## src/include/bank_isu_defs.svh

```systemverilog
`ifndef BANK_ISU_DEFS_SVH
`define BANK_ISU_DEFS_SVH

// number of memory channels served by the scheduler
`define BANK_ISU_CHANNEL_NUM 3

// the issue queue depth must stay a power of two
`define BANK_ISU_PTR_WIDTH 3
`define BANK_ISU_DEPTH     8

// read credits a channel holds after reset
`define BANK_ISU_CREDIT_INIT 4

// request address width
`define BANK_ISU_ADDR_WIDTH 16

`endif
```

## src/bank_isu_chan_pkg.sv

```systemverilog
`default_nettype none

`include "bank_isu_defs.svh"

package bank_isu_chan_pkg;

  typedef logic [1:0]                       ch_id_t;       // target channel number
  typedef logic [`BANK_ISU_CHANNEL_NUM-1:0] ch_mask_t;     // one bit per channel
  typedef logic [3:0]                       credit_cnt_t;  // free read credits
  // pending reads can reach the full queue depth, hence one extra bit
  typedef logic [`BANK_ISU_PTR_WIDTH:0]     pending_cnt_t;

endpackage

`default_nettype wire

```

## src/bank_isu_iq_pkg.sv

```systemverilog
`default_nettype none

`include "bank_isu_defs.svh"

package bank_isu_iq_pkg;

  typedef logic [`BANK_ISU_PTR_WIDTH-1:0]  iq_ptr_t;   // index of a queue slot
  typedef logic [`BANK_ISU_DEPTH-1:0]      iq_mask_t;  // one bit per queue slot

  // running sequence number stamped on every accepted request
  typedef logic [7:0]                      iq_tag_t;

  typedef logic [`BANK_ISU_ADDR_WIDTH-1:0] iq_addr_t;

endpackage

`default_nettype wire

```

## src/bank_isu_top.sv

```systemverilog
`timescale 1ns/10ps
`default_nettype none

module bank_isu_top (
  input  wire                              clk,
  input  wire                              rst,
  input  wire                              req_valid,
  output logic                             req_ready,
  input  wire                              req_is_read,
  input  wire bank_isu_chan_pkg::ch_id_t   req_ch,
  input  wire bank_isu_iq_pkg::iq_addr_t   req_addr,
  output logic                             issue_valid,
  input  wire                              issue_ready,
  output logic                             issue_is_read,
  output bank_isu_chan_pkg::ch_id_t        issue_ch,
  output bank_isu_iq_pkg::iq_addr_t        issue_addr,
  output bank_isu_iq_pkg::iq_tag_t         issue_tag,
  input  wire bank_isu_chan_pkg::ch_mask_t credit_release
);

  import bank_isu_iq_pkg::*;
  import bank_isu_chan_pkg::*;

  // intake stage to issue queue
  logic     enq_valid;
  logic     enq_ready;
  logic     enq_is_read;
  ch_id_t   enq_ch;
  iq_addr_t enq_addr;
  iq_tag_t  enq_tag;

  bank_isu_enqueue enqueue_i (
    .clk         (clk),
    .rst         (rst),
    .req_valid   (req_valid),
    .req_ready   (req_ready),
    .req_is_read (req_is_read),
    .req_ch      (req_ch),
    .req_addr    (req_addr),
    .enq_valid   (enq_valid),
    .enq_ready   (enq_ready),
    .enq_is_read (enq_is_read),
    .enq_ch      (enq_ch),
    .enq_addr    (enq_addr),
    .enq_tag     (enq_tag)
  );

  bank_isu_queue queue_i (
    .clk            (clk),
    .rst            (rst),
    .enq_valid      (enq_valid),
    .enq_ready      (enq_ready),
    .enq_is_read    (enq_is_read),
    .enq_ch         (enq_ch),
    .enq_addr       (enq_addr),
    .enq_tag        (enq_tag),
    .issue_valid    (issue_valid),
    .issue_ready    (issue_ready),
    .issue_is_read  (issue_is_read),
    .issue_ch       (issue_ch),
    .issue_addr     (issue_addr),
    .issue_tag      (issue_tag),
    .credit_release (credit_release)
  );

endmodule

`default_nettype wire

```

## src/bank_isu_queue.sv

```systemverilog
`timescale 1ns/10ps
`default_nettype none

`include "bank_isu_defs.svh"

module bank_isu_queue (
  input  wire                              clk,
  input  wire                              rst,
  input  wire                              enq_valid,
  output logic                             enq_ready,
  input  wire                              enq_is_read,
  input  wire bank_isu_chan_pkg::ch_id_t   enq_ch,
  input  wire bank_isu_iq_pkg::iq_addr_t   enq_addr,
  input  wire bank_isu_iq_pkg::iq_tag_t    enq_tag,
  output logic                             issue_valid,
  input  wire                              issue_ready,
  output logic                             issue_is_read,
  output bank_isu_chan_pkg::ch_id_t        issue_ch,
  output bank_isu_iq_pkg::iq_addr_t        issue_addr,
  output bank_isu_iq_pkg::iq_tag_t         issue_tag,
  input  wire bank_isu_chan_pkg::ch_mask_t credit_release
);

  import bank_isu_iq_pkg::*;
  import bank_isu_chan_pkg::*;

  logic     is_read_arr [`BANK_ISU_DEPTH];
  ch_id_t   ch_arr      [`BANK_ISU_DEPTH];
  iq_addr_t addr_arr    [`BANK_ISU_DEPTH];
  iq_tag_t  tag_arr     [`BANK_ISU_DEPTH];
  iq_mask_t valid_q;
  iq_mask_t allow;
  iq_mask_t ready_mask;
  iq_ptr_t  wr_ptr;
  iq_ptr_t  bot_ptr;   // oldest entry, may trail behind over freed slots
  iq_ptr_t  pick_ptr;
  iq_ptr_t  sel_ptr;
  iq_ptr_t  hold_ptr;
  logic     pick_found;
  logic     hold_q;    // an offered entry is waiting for issue_ready
  logic     enqueue;
  logic     dequeue;
  logic     bot_free;

  // when the write pointer has caught a trailing bottom pointer the ring
  // still holds entries, so writing there would put the newest at the bottom
  assign enq_ready = ~valid_q[wr_ptr] & ~((wr_ptr == bot_ptr) & (|valid_q));
  assign enqueue   = enq_valid & enq_ready;

  assign ready_mask = valid_q & allow;  // allow bits of empty slots are stale

  shift_priority_arb #(
    .WIDTH (`BANK_ISU_DEPTH)
  ) issue_arb_i (
    .valid  (ready_mask),
    .bottom (bot_ptr),
    .select (pick_ptr),
    .found  (pick_found)
  );

  assign sel_ptr       = hold_q ? hold_ptr : pick_ptr;
  assign issue_valid   = hold_q | pick_found;
  assign issue_is_read = is_read_arr[sel_ptr];
  assign issue_ch      = ch_arr[sel_ptr];
  assign issue_addr    = addr_arr[sel_ptr];
  assign issue_tag     = tag_arr[sel_ptr];
  assign dequeue       = issue_valid & issue_ready;

  // step over a freed slot, but an empty ring parks at the write pointer
  assign bot_free = ~valid_q[bot_ptr] & ((|valid_q) | (bot_ptr != wr_ptr));

  bank_isu_credit_manage credit_i (
    .clk                (clk),
    .rst                (rst),
    .enqueue            (enqueue),
    .write_ptr          (wr_ptr),
    .op_is_read         (enq_is_read),
    .ch                 (enq_ch),
    .bottom_ptr         (bot_ptr),
    .valid_array        (valid_q),
    .ch_id_array        (ch_arr),
    .credit_release     (credit_release),
    .credit_allow_array (allow)
  );

  always_ff @(posedge clk or posedge rst) begin
    if (rst) begin
      valid_q <= '0;
      wr_ptr  <= '0;
      bot_ptr <= '0;
      hold_q  <= 1'b0;
    end else begin
      if (enqueue) begin
        valid_q[wr_ptr] <= 1'b1;
        wr_ptr          <= wr_ptr + 1'b1;
      end
      if (dequeue) begin
        valid_q[sel_ptr] <= 1'b0;
      end
      if (bot_free) begin
        bot_ptr <= bot_ptr + 1'b1;
      end
      hold_q <= issue_valid & ~issue_ready;
    end
  end

  always_ff @(posedge clk) begin
    hold_ptr <= sel_ptr;  // keeps the offered slot fixed while stalled
    if (enqueue) begin
      is_read_arr[wr_ptr] <= enq_is_read;
      ch_arr[wr_ptr]      <= enq_ch;
      addr_arr[wr_ptr]    <= enq_addr;
      tag_arr[wr_ptr]     <= enq_tag;
    end
  end

endmodule

`default_nettype wire

```

## src/bank_isu_enqueue.sv

```systemverilog
`timescale 1ns/10ps
`default_nettype none

module bank_isu_enqueue (
  input  wire                             clk,
  input  wire                             rst,
  input  wire                             req_valid,
  output logic                            req_ready,
  input  wire                             req_is_read,
  input  wire bank_isu_chan_pkg::ch_id_t  req_ch,
  input  wire bank_isu_iq_pkg::iq_addr_t  req_addr,
  output logic                            enq_valid,
  input  wire                             enq_ready,
  output logic                            enq_is_read,
  output bank_isu_chan_pkg::ch_id_t       enq_ch,
  output bank_isu_iq_pkg::iq_addr_t       enq_addr,
  output bank_isu_iq_pkg::iq_tag_t        enq_tag
);

  import bank_isu_iq_pkg::*;

  logic    full_q;
  logic    accept;
  iq_tag_t tag_q;  // tag for the next accepted request

  // the stage refills in the same cycle it drains, so no bubble
  assign req_ready = ~full_q | enq_ready;
  assign accept    = req_valid & req_ready;
  assign enq_valid = full_q;

  always_ff @(posedge clk or posedge rst) begin
    if (rst) begin
      full_q <= 1'b0;
      tag_q  <= '0;
    end else begin
      if (accept) begin
        full_q <= 1'b1;
        tag_q  <= tag_q + 1'b1;  // wraps after 255
      end else if (enq_ready) begin
        full_q <= 1'b0;
      end
    end
  end

  always_ff @(posedge clk) begin
    if (accept) begin
      enq_is_read <= req_is_read;
      enq_ch      <= req_ch;
      enq_addr    <= req_addr;
      enq_tag     <= tag_q;
    end
  end

endmodule

`default_nettype wire

```

## src/bank_isu_credit_manage.sv

```systemverilog
`timescale 1ns/10ps
`default_nettype none

`include "bank_isu_defs.svh"

module bank_isu_credit_manage (
  input  wire                              clk,
  input  wire                              rst,
  input  wire                              enqueue,
  input  wire bank_isu_iq_pkg::iq_ptr_t    write_ptr,
  input  wire                              op_is_read,
  input  wire bank_isu_chan_pkg::ch_id_t   ch,
  input  wire bank_isu_iq_pkg::iq_ptr_t    bottom_ptr,
  input  wire bank_isu_iq_pkg::iq_mask_t   valid_array,
  input  wire bank_isu_chan_pkg::ch_id_t   ch_id_array [`BANK_ISU_DEPTH],
  input  wire bank_isu_chan_pkg::ch_mask_t credit_release,
  output bank_isu_iq_pkg::iq_mask_t        credit_allow_array
);

  import bank_isu_iq_pkg::*;
  import bank_isu_chan_pkg::*;

  credit_cnt_t  credit_q  [`BANK_ISU_CHANNEL_NUM];
  credit_cnt_t  credit_d  [`BANK_ISU_CHANNEL_NUM];
  pending_cnt_t pend_q    [`BANK_ISU_CHANNEL_NUM];
  pending_cnt_t pend_d    [`BANK_ISU_CHANNEL_NUM];
  iq_mask_t     chan_wait [`BANK_ISU_CHANNEL_NUM];  // valid reads still without a credit
  iq_ptr_t      grant_ptr [`BANK_ISU_CHANNEL_NUM];
  ch_mask_t     has_credit;
  ch_mask_t     has_pend;
  ch_mask_t     enq_rd;       // incoming read targets this channel
  ch_mask_t     enq_direct;   // incoming read takes a credit right away
  ch_mask_t     grant;
  ch_mask_t     grant_found;
  ch_mask_t     alloc;
  iq_mask_t     allow_d;

  always_comb begin
    for (int c = 0; c < `BANK_ISU_CHANNEL_NUM; c++) begin
      has_credit[c] = credit_q[c] != '0;
      has_pend[c]   = pend_q[c] != '0;
      enq_rd[c]     = enqueue & op_is_read & (ch == ch_id_t'(c));
      enq_direct[c] = enq_rd[c] & has_credit[c] & ~has_pend[c];
      for (int i = 0; i < `BANK_ISU_DEPTH; i++) begin
        chan_wait[c][i] = valid_array[i] & ~credit_allow_array[i]
                        & (ch_id_array[i] == ch_id_t'(c));
      end
    end
  end

  // oldest waiting read of each channel, searched from the queue bottom
  for (genvar c = 0; c < `BANK_ISU_CHANNEL_NUM; c++) begin : g_chan_arb
    shift_priority_arb #(
      .WIDTH (`BANK_ISU_DEPTH)
    ) arb_i (
      .valid  (chan_wait[c]),
      .bottom (bottom_ptr),
      .select (grant_ptr[c]),
      .found  (grant_found[c])
    );
  end

  always_comb begin
    for (int c = 0; c < `BANK_ISU_CHANNEL_NUM; c++) begin
      grant[c] = has_credit[c] & has_pend[c] & grant_found[c];
      alloc[c] = grant[c] | enq_direct[c];

      // a release and an allocation in one cycle cancel out
      case ({alloc[c], credit_release[c]})
        2'b10:   credit_d[c] = credit_q[c] - 1'b1;
        2'b01:   credit_d[c] = credit_q[c] + 1'b1;
        default: credit_d[c] = credit_q[c];
      endcase

      case ({enq_rd[c] & ~enq_direct[c], grant[c]})
        2'b10:   pend_d[c] = pend_q[c] + 1'b1;
        2'b01:   pend_d[c] = pend_q[c] - 1'b1;
        default: pend_d[c] = pend_q[c];
      endcase
    end
  end

  always_comb begin
    allow_d = credit_allow_array;
    if (enqueue) begin
      allow_d[write_ptr] = ~op_is_read | (|enq_direct);  // writes never wait
    end
    for (int c = 0; c < `BANK_ISU_CHANNEL_NUM; c++) begin
      if (grant[c]) begin
        allow_d[grant_ptr[c]] = 1'b1;
      end
    end
  end

  always_ff @(posedge clk or posedge rst) begin
    if (rst) begin
      credit_allow_array <= '0;
      for (int c = 0; c < `BANK_ISU_CHANNEL_NUM; c++) begin
        credit_q[c] <= credit_cnt_t'(`BANK_ISU_CREDIT_INIT);
        pend_q[c]   <= '0;
      end
    end else begin
      credit_allow_array <= allow_d;
      for (int c = 0; c < `BANK_ISU_CHANNEL_NUM; c++) begin
        credit_q[c] <= credit_d[c];
        pend_q[c]   <= pend_d[c];
      end
    end
  end

endmodule

`default_nettype wire

```

## src/shift_priority_arb.sv

```systemverilog
`timescale 1ns/10ps
`default_nettype none

module shift_priority_arb #(
  parameter int WIDTH = 8,
  localparam int IDX_W = (WIDTH > 1) ? $clog2(WIDTH) : 1
) (
  input  wire  [WIDTH-1:0] valid,
  input  wire  [IDX_W-1:0] bottom,
  output logic [IDX_W-1:0] select,
  output logic             found
);

  assign found = |valid;

  // walk the offsets from the far end back to zero so the smallest
  // offset from bottom is the one that sticks
  always_comb begin
    int idx;
    select = bottom;
    for (int i = WIDTH - 1; i >= 0; i--) begin
      idx = int'(bottom) + i;
      if (idx >= WIDTH) begin
        idx = idx - WIDTH;  // wrap around the end of the ring
      end
      if (valid[idx]) begin
        select = IDX_W'(idx);
      end
    end
  end

endmodule

`default_nettype wire

```

## config.mk

```make
export PLATFORM = sky130hd
export DESIGN_NAME = bank_isu_top
export DESIGN_NICKNAME = d
export VERILOG_FILES = /design/src/bank_isu_chan_pkg.sv /design/src/bank_isu_iq_pkg.sv /design/src/bank_isu_top.sv /design/src/bank_isu_queue.sv /design/src/bank_isu_enqueue.sv /design/src/bank_isu_credit_manage.sv /design/src/shift_priority_arb.sv
export VERILOG_INCLUDE_DIRS = /design/src /design/src/include
export SDC_FILE = /design/constraint.sdc
export NUM_CORES = 1
export LEC_CHECK = 0
export BUFFER_PORTS_ARGS = -buffer_cell sky130_fd_sc_hd__buf_2
export CORE_AREA = 2 2 184 186
export DETAILED_ROUTE_END_ITERATION = 8
export DIE_AREA = 0 0 186 188
export PLACE_DENSITY = 0.78
export SLEW_MARGIN = 20
export SYNTH_ARGS = -nofsm -noshare
export SYNTH_HDL_FRONTEND = slang
export SYNTH_SLANG_ARGS = --single-unit
export TNS_END_PERCENT = 20
```

## constraint.sdc

```tcl
create_clock -name clk -period 13.45 [get_ports clk]
set_input_delay 1.345 -clock clk [delete_from_list [all_inputs] [get_ports clk]]
set_output_delay 1.345 -clock clk [all_outputs]
set_load 0.005 [all_outputs]
```

# After elaboration in Yosys (flattened, before gate mapping)
# Memory sizes are Yosys's and may differ from the RTL's.
# Cells that the tools add are included.
[totals]
reg_bits = 102
ram_bits = 200
input_bits = 26
output_inout_bits = 29
word_cells = 423
n_memories = 3
[mem_list]
columns = ["memory", "depth", "width", "rd", "rd_ports_with_merged_regs", "write_ports", "line_no", "source"]
rows = [
  ["queue_i.addr_arr", 8, 16, 1, 0, 1, "bank_isu_queue.sv:29", "iq_addr_t addr_arr [`BANK_ISU_DEPTH];"],
  ["queue_i.tag_arr", 8, 8, 1, 0, 1, "bank_isu_queue.sv:30", "iq_tag_t tag_arr [`BANK_ISU_DEPTH];"],
  ["queue_i.is_read_arr", 8, 1, 1, 0, 1, "bank_isu_queue.sv:27", "logic is_read_arr [`BANK_ISU_DEPTH];"],
]
[op_classes]
n_addsub = 30
magnitude_cmp = 30
eq_ne = 32
n_mux = 174
bitwise = 94
reduce_logical = 34
[ops]
columns = ["op", "count"]
rows = [
  ["< comparator 32 x 5 -> 1 bit (second input constant)", 8],
  ["2-to-1 mux 32 bit", 8],
  ["binary-select mux 1 bit (select 3 bit)", 34],
  ["2-to-1 mux 3 bit", 33],
  ["2-to-1 mux 1 bit", 75],
  ["AND 1 bit", 58],
  ["2-to-1 mux 8 bit", 6],
  ["case mux 4 bit (2 select lines)", 6],
  ["OR reduction 8 bit", 5],
  ["greater-or-equal comparator 4 bit (second input constant)", 9],
  ["subtractor 4 x 4 -> 5 bit (second input constant)", 7],
  ["OR 8 bit", 4],
  ["== test 2 x 1 -> 1 bit (second input constant)", 15],
  ["== test 2 bit (second input constant)", 15],
  ["adder 4 x 1 -> 4 bit (second input constant)", 6],
  ["< comparator 3 x 4 -> 1 bit (second input constant)", 6],
  ["nonzero test 4 bit", 6],
  ["subtractor 4 x 1 -> 4 bit (second input constant)", 6],
  ["inverter 1 bit", 20],
  ["zero test 2 bit", 9],
  ["adder 3 x 3 -> 4 bit (second input constant)", 4],
  ["AND 8 bit", 2],
  ["bitwise mux 16 bit", 1],
  ["demux 1 bit (select 3 bit)", 5],
  ["20 further kinds", 46],
]

# Longest topological paths before layout
# Gate-level depths: netlist (run 1).
[depth]
word_depth = 24
mapped_depth = 19
ltp_nobuf = 15

# Hierarchy
# Synthesis (run 1) repeated with hierarchy kept, for this count alone.
[unflattened]
cells_unflattened = 1246
area_unflattened_um2 = 17063.9
[modules_own_cells]
columns = ["mod", "n_inst", "cells_each", "area_per_inst_um2", "seq_area_each_um2"]
rows = [
  ["bank_isu_queue", 1, 563, 9829.4, 6921.6],
  ["shift_priority_arb", 4, 94, 874.6, 0.0],
  ["bank_isu_credit_manage", 1, 248, 2513.7, 804.5],
  ["bank_isu_enqueue", 1, 59, 1222.4, 1036.0],
]

# Worst setup path before layout (run 1)
# Ideal clock, no wire load.
[synth_timing]
path_type = "register to register"
startpoint = "register queue_i.wr_ptr[1]"
endpoint = "register queue_i.credit_i.credit_allow_array[2]"
setup_time_ps = 124
t_arrival_ps = 5679
required_ps = 13326
path_slack_ps = 7647
path_stages_with_launch = 9
n_path_buf = 1
period_less_slack_ps = 5803
path_cell_list = "dfrtp_1 > clkbuf_1 > mux4_2 > mux2_2 > nand3b_1 > nor4b_1 > mux2i_1 > o31ai_1 > a211o_1"
[synth_via]
elab_chain_cells = 19
word_cells_on_any_way = 33
cone_classes = "2 x order compare; 1 x eq/ne; 9 x mux; 19 x bitwise; 2 x reduce/logical"
[synth_rtl]
columns = ["element", "line_no", "source"]
rows = [
  ["from (decl)", "bank_isu_queue.sv:34", "iq_ptr_t wr_ptr;"],
  ["from (signal assigned)", "bank_isu_queue.sv:95", "wr_ptr <= wr_ptr + 1'b1;"],
  ["binary-select mux 1 bit (select 3 bit) / == test 3 bit (equally long branches)", "bank_isu_queue.sv:47", "assign enq_ready = ~valid_q[wr_ptr] & ~((wr_ptr == bot_ptr) & (|valid_q));"],
  ["2-to-1 mux 1 bit (not written as such) / AND 1 bit (equally long branches)", "bank_isu_queue.sv:47", ""],
  ["inverter 1 bit", "bank_isu_queue.sv:47", ""],
  ["AND 1 bit", "bank_isu_queue.sv:47", ""],
  ["AND 1 bit", "bank_isu_queue.sv:48", "assign enqueue = enq_valid & enq_ready;"],
  ["AND 1 bit (2 in series)", "bank_isu_credit_manage.sv:42", "enq_rd[c] = enqueue & op_is_read & (ch == ch_id_t'(c));"],
  ["AND 1 bit (2 in series)", "bank_isu_credit_manage.sv:43", "enq_direct[c] = enq_rd[c] & has_credit[c] & ~has_pend[c];"],
  ["OR reduction 3 bit", "bank_isu_credit_manage.sv:86", "allow_d[write_ptr] = ~op_is_read | (|enq_direct);"],
  ["(+2 left out)", "-", ""],
  ["2-to-1 mux 8 bit *", "bank_isu_credit_manage.sv:85", "if (enqueue) begin"],
  ["OR 8 bit (no source line)", "-", ""],
  ["2-to-1 mux 8 bit *", "bank_isu_credit_manage.sv:89", "if (grant[c]) begin"],
  ["OR 8 bit (no source line)", "-", ""],
  ["2-to-1 mux 8 bit *", "bank_isu_credit_manage.sv:89", ""],
  ["OR 8 bit (no source line)", "-", ""],
  ["2-to-1 mux 8 bit *", "bank_isu_credit_manage.sv:89", ""],
  ["net queue_i.credit_i.allow_d[2]", "bank_isu_credit_manage.sv:36", "iq_mask_t allow_d;"],
  ["to (signal assigned)", "bank_isu_credit_manage.sv:103", "credit_allow_array <= allow_d;"],
  ["to (decl)", "bank_isu_credit_manage.sv:17", "output bank_isu_iq_pkg::iq_mask_t credit_allow_array"],
]
# The timed path passes the listed nets; every way through them passes the cells marked *. The select of a mux whose other input is x is not followed.
# A chain may end at the register's enable or synchronous reset.

# Worst setup path in the final report (run 1)
[layout_timing]
startpoint = "register queue_i.bot_ptr[0]"
endpoint = "output issue_ch[0]"
[layout_via]
elab_chain_cells = 19
word_cells_on_any_way = 68
cone_classes = "15 x add/sub; 8 x order compare; 44 x mux; 1 x bitwise"
[layout_rtl]
columns = ["element", "line_no", "source"]
rows = [
  ["from (decl)", "bank_isu_queue.sv:35", "iq_ptr_t bot_ptr;"],
  ["from (signal assigned)", "bank_isu_queue.sv:101", "bot_ptr <= bot_ptr + 1'b1;"],
  ["adder 3 x 3 -> 4 bit", "shift_priority_arb.sv:22", "idx = int'(bottom) + i;"],
  ["subtractor 4 x 4 -> 5 bit / greater-or-equal comparator 4 bit (equally long branches)", "shift_priority_arb.sv:24, shift_priority_arb.sv:23", ""],
  ["2-to-1 mux 32 bit", "-", ""],
  ["binary-select mux 1 bit (select 3 bit)", "shift_priority_arb.sv:26", "if (valid[idx]) begin"],
  ["2-to-1 mux 1 bit (not written as such) (2 in series)", "shift_priority_arb.sv:26", ""],
  ["2-to-1 mux 3 bit (7 in series)", "shift_priority_arb.sv:26", ""],
  ["2-to-1 mux 3 bit *", "shift_priority_arb.sv:26", ""],
  ["2-to-1 mux 3 bit *", "bank_isu_queue.sv:61", "assign sel_ptr = hold_q ? hold_ptr : pick_ptr;"],
  ["net queue_i.sel_ptr[0]", "bank_isu_queue.sv:37", "iq_ptr_t sel_ptr;"],
  ["inverter 3 -> 4 bit (not written as such) *", "bank_isu_queue.sv:64", "assign issue_ch = ch_arr[sel_ptr];"],
  ["binary-select mux 2 bit (select 3 bit) *", "bank_isu_queue.sv:64", ""],
  ["2-to-1 mux 2 bit (not written as such) * (2 in series)", "bank_isu_queue.sv:64", ""],
  ["to (decl)", "bank_isu_top.sv:15", "output bank_isu_chan_pkg::ch_id_t issue_ch,"],
]
# Marked as above.

==> impl_metrics.toml, run 1 <==
[final_layout]
nets = 1773
fill_cells = 2552
diodes = 0
design_area_um2 = 21100
post-route-util = 0.636
areaGrowthSynthToFinish_pct = 8.08
layout-drive-gt1-share = 0.178

[sta]
maxSlewHeadroom = 0.213
tightest_slew_ps = 1170
hold_viol_final = 0
final_max_slew_viol_count = 0
timing.final.crit_share = 0.556
setup-tns-final_ps = 0
min_period_ps = 7480
grt_setup_unrepaired = "no"
finalSetupViolCount = 0
max_freq_mhz = 134
fin_skew_ps = 21.3

[clocking]
clk-insertion-delay-late_ps = 580
cts_made_buffers = 31
post_cts_buffers = 0
path_clk_slew_ps = 80
clkSinkCount = 302
cts_resized = 0
cts_root_buf = "clkbuf_16"
cts_hold_buf = 0
cts_tree = "done"
clockBufferDepth = 3
htree_levels = 1

[yosys]
ys_ff_latch = 302
synth_area_leaders = "edfxtp_1 (37%), mux2i_1 (8.2%), dfrtp_1 (6.8%)"
synth_area_per_cell_um2 = 11.3
yosysMostFrequentCell = "edfxtp_1"
yosys.area.top_type = "edfxtp_1"
ys_seq_area_frac = 0.450
async_reset_ff_frac = 0.185
synth_flop_cell = "edfxtp_1"
yosys_warnings = 0
synth_top_area_frac = 0.375
synthDistinctLibCells = 97
syn-num-nets = 1785
synth_common_cells = "edfxtp_1 (243), mux2i_1 (160), mux2_2 (96), nand2_1 (96), nor3_1 (93)"
syn_area_um2 = 19500
syn_inst = 1731
synth_enable_flop_cells = 243

[grt]
grt_pass1_vias = 15400
overflow = 0
grt_max_degree = 92
grt_usage = 0.314
grt_first_pass_wirelength_um = 86100
antenna_found_initial = 0

[setup_path]
arrival_ps = 6140
crit_type = "reg2out"
crit_path_frequent_cell = "buf_4"
start_kind = "flip-flop"
worstPathRequired_ps = 12100
path_cells = "buf_4, inv_1, ha_1, xor2_1, buf_4, mux4_2, mux2_2, a21o_1, or3_1, and3_4, inv_2, or2_1, buf_4, nand3b_1, and4_1, buf_2"
slowest_stage = "inv_1"
crit_fanout = 58
worstSetupEndpointType = "output port"
critPathMaxStageDelay_ps = 810

[placed_design]
dpl.hpwl_um = 34400
place.gp.congestion = 0.962
place_area_um2 = 20000
numPortBuffers = 54

[detailed_routing]
drtPass1Iterations = 8
wirelength_um = 55100
dr_total_vias = 15600
drt_iter0_drc = 1745
via_per_inst = 7.12
postRouteAntennaNets = 0
wl_per_cell_um = 25.2
drc = 0

[floorplan]
die_x_um = 186
die_area_um2 = 35000
die_y_um = 188
core_um2 = 33100
rows = 67
ios = 55
initial_core_util = 0.588

[job]
cap_viol_max_count = 0

[outcome]
status = "completed"

[min_path]
hold_path.class = "reg2reg"
==> worst max-delay path, delay by kind of cell, from the launching register on <==
kind | cells | cell delay, ps
xor+xnor | 1 | 190
buf+inv | 6 | 1940
flops | 1 | 390
simple gates | 5 | 1500
compound gates | 1 | 180
mux | 2 | 650
fa+ha+maj | 1 | 690
==> per-stage QoR <==
stage               setup slack, ps  cells  hold WS, ps
floorplan                      7650   1731          441
global placement               6690   2133          463
detailed placement             6660   2134          463
CTS                            6040   2190          476
global route                   5690   2190          485
finish                         5970   2190          471
==> sequential cells by signal, indices dropped and copies added (netlist names), 8 cells and up <==
register                             cells
queue_i.credit_i.credit_q               12
enqueue_i.enq_tag                        8
enqueue_i.tag_q                          8
queue_i.addr_arr                       128
queue_i.ch_arr                          16
queue_i.credit_i.credit_allow_array      8
queue_i.tag_arr                         64
queue_i.valid_q                          8
queue_i.credit_i.pend_q                 12
enqueue_i.enq_addr                      16
queue_i.is_read_arr                      8
==> layout make-up <==
| class | count | area, um2 | share of cell area |
|---|---|---|---|
| Clock buffer | 38 | 823 | 0.0391 |
| Clock inverter | 18 | 194 | 0.00921 |
| Timing Repair Buffer | 83 | 508 | 0.0241 |
| Inverter | 29 | 109 | 0.00517 |
| Sequential cell | 302 | 8770 | 0.417 |
| Multi-Input combinational cell | 1272 | 10100 | 0.479 |
| Tap cell | 448 | 561 | 0.0266 |
==> cells in the final DEF (no fill, tap or decap), types with 10 or more instances in the layout <==
cell type	count
inv_1	22
a22oi_1	14
a211o_1	29
o22ai_1	11
nor2_1	65
clkbuf_16	32
a211oi_1	10
nor4bb_1	13
xor2_1	14
nand3_1	51
o211ai_1	65
and4_1	28
a221oi_1	29
a21oi_1	91
ha_1	22
mux2i_1	160
nand2_1	95
and3_1	28
and2_1	15
dfrtp_1	50
buf_2	54
xnor2_1	33
a31oi_1	14
nor3_1	91
edfxtp_1	243
nor4_1	16
buf_4	28
mux2_2	95
a21o_1	13
o21ai_0	44
mux4_2	32
==> layer usage <==
layer  routed length [um]  part of all wire  up-vias  global-route usage
met4                 1950             0.035        0               0.118
met5                    0                 0        -                   0
li1                     -                 -     6831                   -
met2                25700              0.47      863               0.500
met1                22600              0.41     7741               0.443
met3                 4910             0.089      167              0.0379
==> worst paths after layout <==
check	from	endpoint	slack, ps	cells past startpoint
worst max-delay path	queue_i.bot_ptr[0]	issue_ch[0]	5970	16
worst min-delay path	queue_i.credit_i.credit_q[11]	queue_i.credit_i.credit_q[11]	470	1
worst max register to register	queue_i.bot_ptr[0]	queue_i.valid_q[1]	8010	15
worst min register to register	queue_i.credit_i.credit_q[11]	queue_i.credit_i.credit_q[11]	470	1
max in group asynchronous	rst	queue_i.hold_q	11820	3
min in group asynchronous	rst	queue_i.credit_i.credit_q[4]	1000	3
==> logic make-up after synthesis <==
family,synth area share
AO/OA/AOI/OAI,0.145
AND/OR/NAND/NOR,0.149
adder cells (fa/ha/maj),0.0203
flip-flops,0.450
XOR/XNOR,0.0220
buffers and inverters,0.0362
multiplexers,0.177
Power of run 1 is not shown: default switching activity piles up to over one toggle a cycle in this logic, so the estimate is an artifact.
==> run 2, diff against run 1 <==
ABC_AREA = 1   (was not set)
CORE_AREA = 2 2 167 169   (was 2 2 184 186)
DIE_AREA = 0 0 169 171   (was 0 0 186 188)
clock period = 7.6 ns   (was 13.45 ns; I/O delays follow)
==> run 2 against run 1 <==
Compared with the run above: non-clock buffer count is 7 lower; critical path depth is 10 higher; synthesized cell count grew 6.8%; synthesized area down 18%; largest cell class is now registers; setup slack lost 4700 ps; register-to-register slack got worse by 4800 ps; core utilization up 0.83 points.
==> impl_metrics.toml, run 2 <==
[outcome]
status = "completed"

[min_path]
hold_path.class = "in2reg"

[clocking]
cts_tree = "done"
cts_hold_buf = 0
clk-insertion-delay-late_ps = 580
post_cts_buffers = 0
htree_levels = 1
cts_root_buf = "clkbuf_16"
clockBufferDepth = 3
clkSinkCount = 302
path_clk_slew_ps = 60
cts_made_buffers = 31
cts_resized = 0

[placed_design]
dp_slack_ps = 1990
dpl.hpwl_um = 26300
dp_cells = 2196
numPortBuffers = 54
place_area_um2 = 16500
place.gp.congestion = 0.996

[grt]
grt_usage = 0.283
antenna_found_initial = 0
grt_first_pass_wirelength_um = 63600
grt_max_degree = 83
overflow = 0
grt_pass1_vias = 11800

[yosys]
yosysMostFrequentCell = "nand2_1"
syn_inst = 1848
ys_ff_latch = 302
yosys.area.top_type = "edfxtp_1"
synth_top_area_frac = 0.456
synth_area_per_cell_um2 = 8.65
ys_seq_area_frac = 0.548
syn-num-nets = 1902
synth_flop_cell = "edfxtp_1"
syn_area_um2 = 16000
synth_area_leaders = "edfxtp_1 (46%), nand2_1 (16%), nand3_1 (9.4%)"
synth_enable_flop_cells = 243
synth_common_cells = "nand2_1 (676), nand3_1 (300), edfxtp_1 (243)"
synthDistinctLibCells = 46
yosys_warnings = 0
async_reset_ff_frac = 0.185

[power]
clkPwrFrac = 0.447
power.internal_mw = 2.84
ir_worst_vdd_v = 0.000209
power_switching_share = 0.209
cellPowerDensity_nw_per_um2 = 204
combPwrFrac = 0.040
switchingPower_uw = 751
seq_power_share = 0.513
p_leak_nw = 7.77

[setup_path]
crit_type = "reg2out"
start_kind = "flip-flop"
crit_fanout = 76
worstPathRequired_ps = 6840
arrival_ps = 5580
worstSetupEndpointType = "output port"

[detailed_routing]
postRouteAntennaNets = 0
drtPass1Iterations = 5
via_per_inst = 5.73
wirelength_um = 40900
drc = 0
dr_total_vias = 12900
wl_per_cell_um = 18.1
drt_iter0_drc = 1605

[sta]
setup_slack_ps = 1260
final_max_slew_viol_count = 0
min_period_ps = 6340
maxSlewHeadroom = 0.246
setup-tns-final_ps = 0
fin_skew_ps = 12.4
max_freq_mhz = 158
whs_ps = 356
grt_setup_unrepaired = "no"
timing.final.crit_share = 0.834
tightest_slew_ps = 1130
finalSetupViolCount = 0
hold_viol_final = 0

[floorplan]
ios = 55
initial_core_util = 0.585
die_y_um = 171
die_area_um2 = 28900
die_x_um = 169
core_um2 = 27300
rows = 61

[final_layout]
fill_cells = 2188
diodes = 0
regMostFlops = "queue_i.addr_arr"
layout_commonest_cell = "nand2_1"
final-instance-count-excl-fill = 2254
nets = 1939
layout-drive-gt1-share = 0.0860
design_area_um2 = 17600
largestRegisters = "queue_i.addr_arr x128, queue_i.tag_arr x64"
mostFrequentLayoutCells = "nand2_1 (676), nand3_1 (300), edfxtp_1 (243), inv_1 (180), nor2_1 (66)"
areaGrowthSynthToFinish_pct = 10.1
largest_reg_flops = 128

[job]
cap_viol_max_count = 0
-- run 2: cell types whose count changed after synthesis, moves of 29 or more --
cell / change
a211o_1: -29
mux2_2: -94
mux4_2: -32
inv_1: +159
a221oi_1: -29
nand3_1: +249
a21oi_1: -59
o211ai_1: -60
nand2_1: +580
mux2i_1: -159
nor3_1: -76
clkbuf_1: -41
-- run 2: logic make-up after synthesis --
kind of cell / Yosys count / share of synthesized area
AOI/OAI and AO/OA: 94 / 0.0351
xor gates and xnor gates: 32 / 0.0192
adders and majority gates: 28 / 0.0247
buffers and inverters: 263 / 0.0711
DFF: 302 / 0.548
muxes: 3 / 0.00203
and+or+nand+nor: 1126 / 0.300
-- run 2: routing by layer --
metal,wire length (um),up-vias,track usage
met4,889,0,0.0814
met5,0,-,0
met3,3220,66,0.0398
met1,17300,6068,0.403
met2,19500,528,0.460
li1,-,6243,-
-- run 2: critical path, stage by stage, from the launching register on --
cell and delay [ps]:
dfrtp_1 320, buf_4 360, inv_1 70, buf_4 260, ha_1 350, clkinv_1 650, nand3_1 430, nand3_1 130
nand2_1 120, inv_1 50, nand2_1 60, nand2_1 40, nand2_1 50, nand2_1 40, nand2_1 80, nand2_1 50
nand2_1 50, nand2_1 90, nand2_4 300, buf_4 700, nand3_1 150, nand2_1 110, nand2_1 60, nand2_1 100
inv_1 40, nand2_1 100, buf_2 130
-- run 2: path summary, 6_finish.rpt --
kind	start	to	slack, ps	cells after the start
worst max-delay path	queue_i.bot_ptr[1]	issue_addr[15]	1260	26
worst min-delay path	req_addr[6]	enqueue_i.enq_addr[6]	360	1
worst max register to register	queue_i.bot_ptr[1]	queue_i.valid_q[7]	3170	21
worst min register to register	queue_i.credit_i.credit_q[11]	queue_i.credit_i.credit_q[11]	480	1
max in group asynchronous	rst	queue_i.credit_i.credit_q[9]	6740	3
min in group asynchronous	rst	queue_i.credit_i.pend_q[1]	390	3
-- run 2: area by class of cell --
type,instances,area (um2),area share
Multi-Input combinational cell,1283,6130,0.348
Timing Repair Buffer,76,460,0.0262
Sequential cell,302,8760,0.498
Clock buffer,34,828,0.0471
Inverter,191,717,0.0407
Tap cell,346,433,0.0246
Clock inverter,22,268,0.0152
-- run 2: per-stage QoR --
step	power [mW]	utilization
2_1_floorplan	1.98	-
3_3_place_gp	2.01	0.603
3_5_place_dp	2.02	0.603
4_1_cts	3.61	0.643
5_1_grt	3.70	0.644
6_report	3.59	0.644
-- run 2: power groups by stage --
stage	clock network [mW]	logic, mW	registers (mW)
2_1_floorplan	0	0.111	1.87
3_3_place_gp	0	0.131	1.87
3_5_place_dp	0	0.143	1.88
4_1_cts	1.62	0.145	1.84
5_1_grt	1.69	0.170	1.85
6_report	1.61	0.143	1.84
No activity file was read; power rests on OpenSTA's default activity.
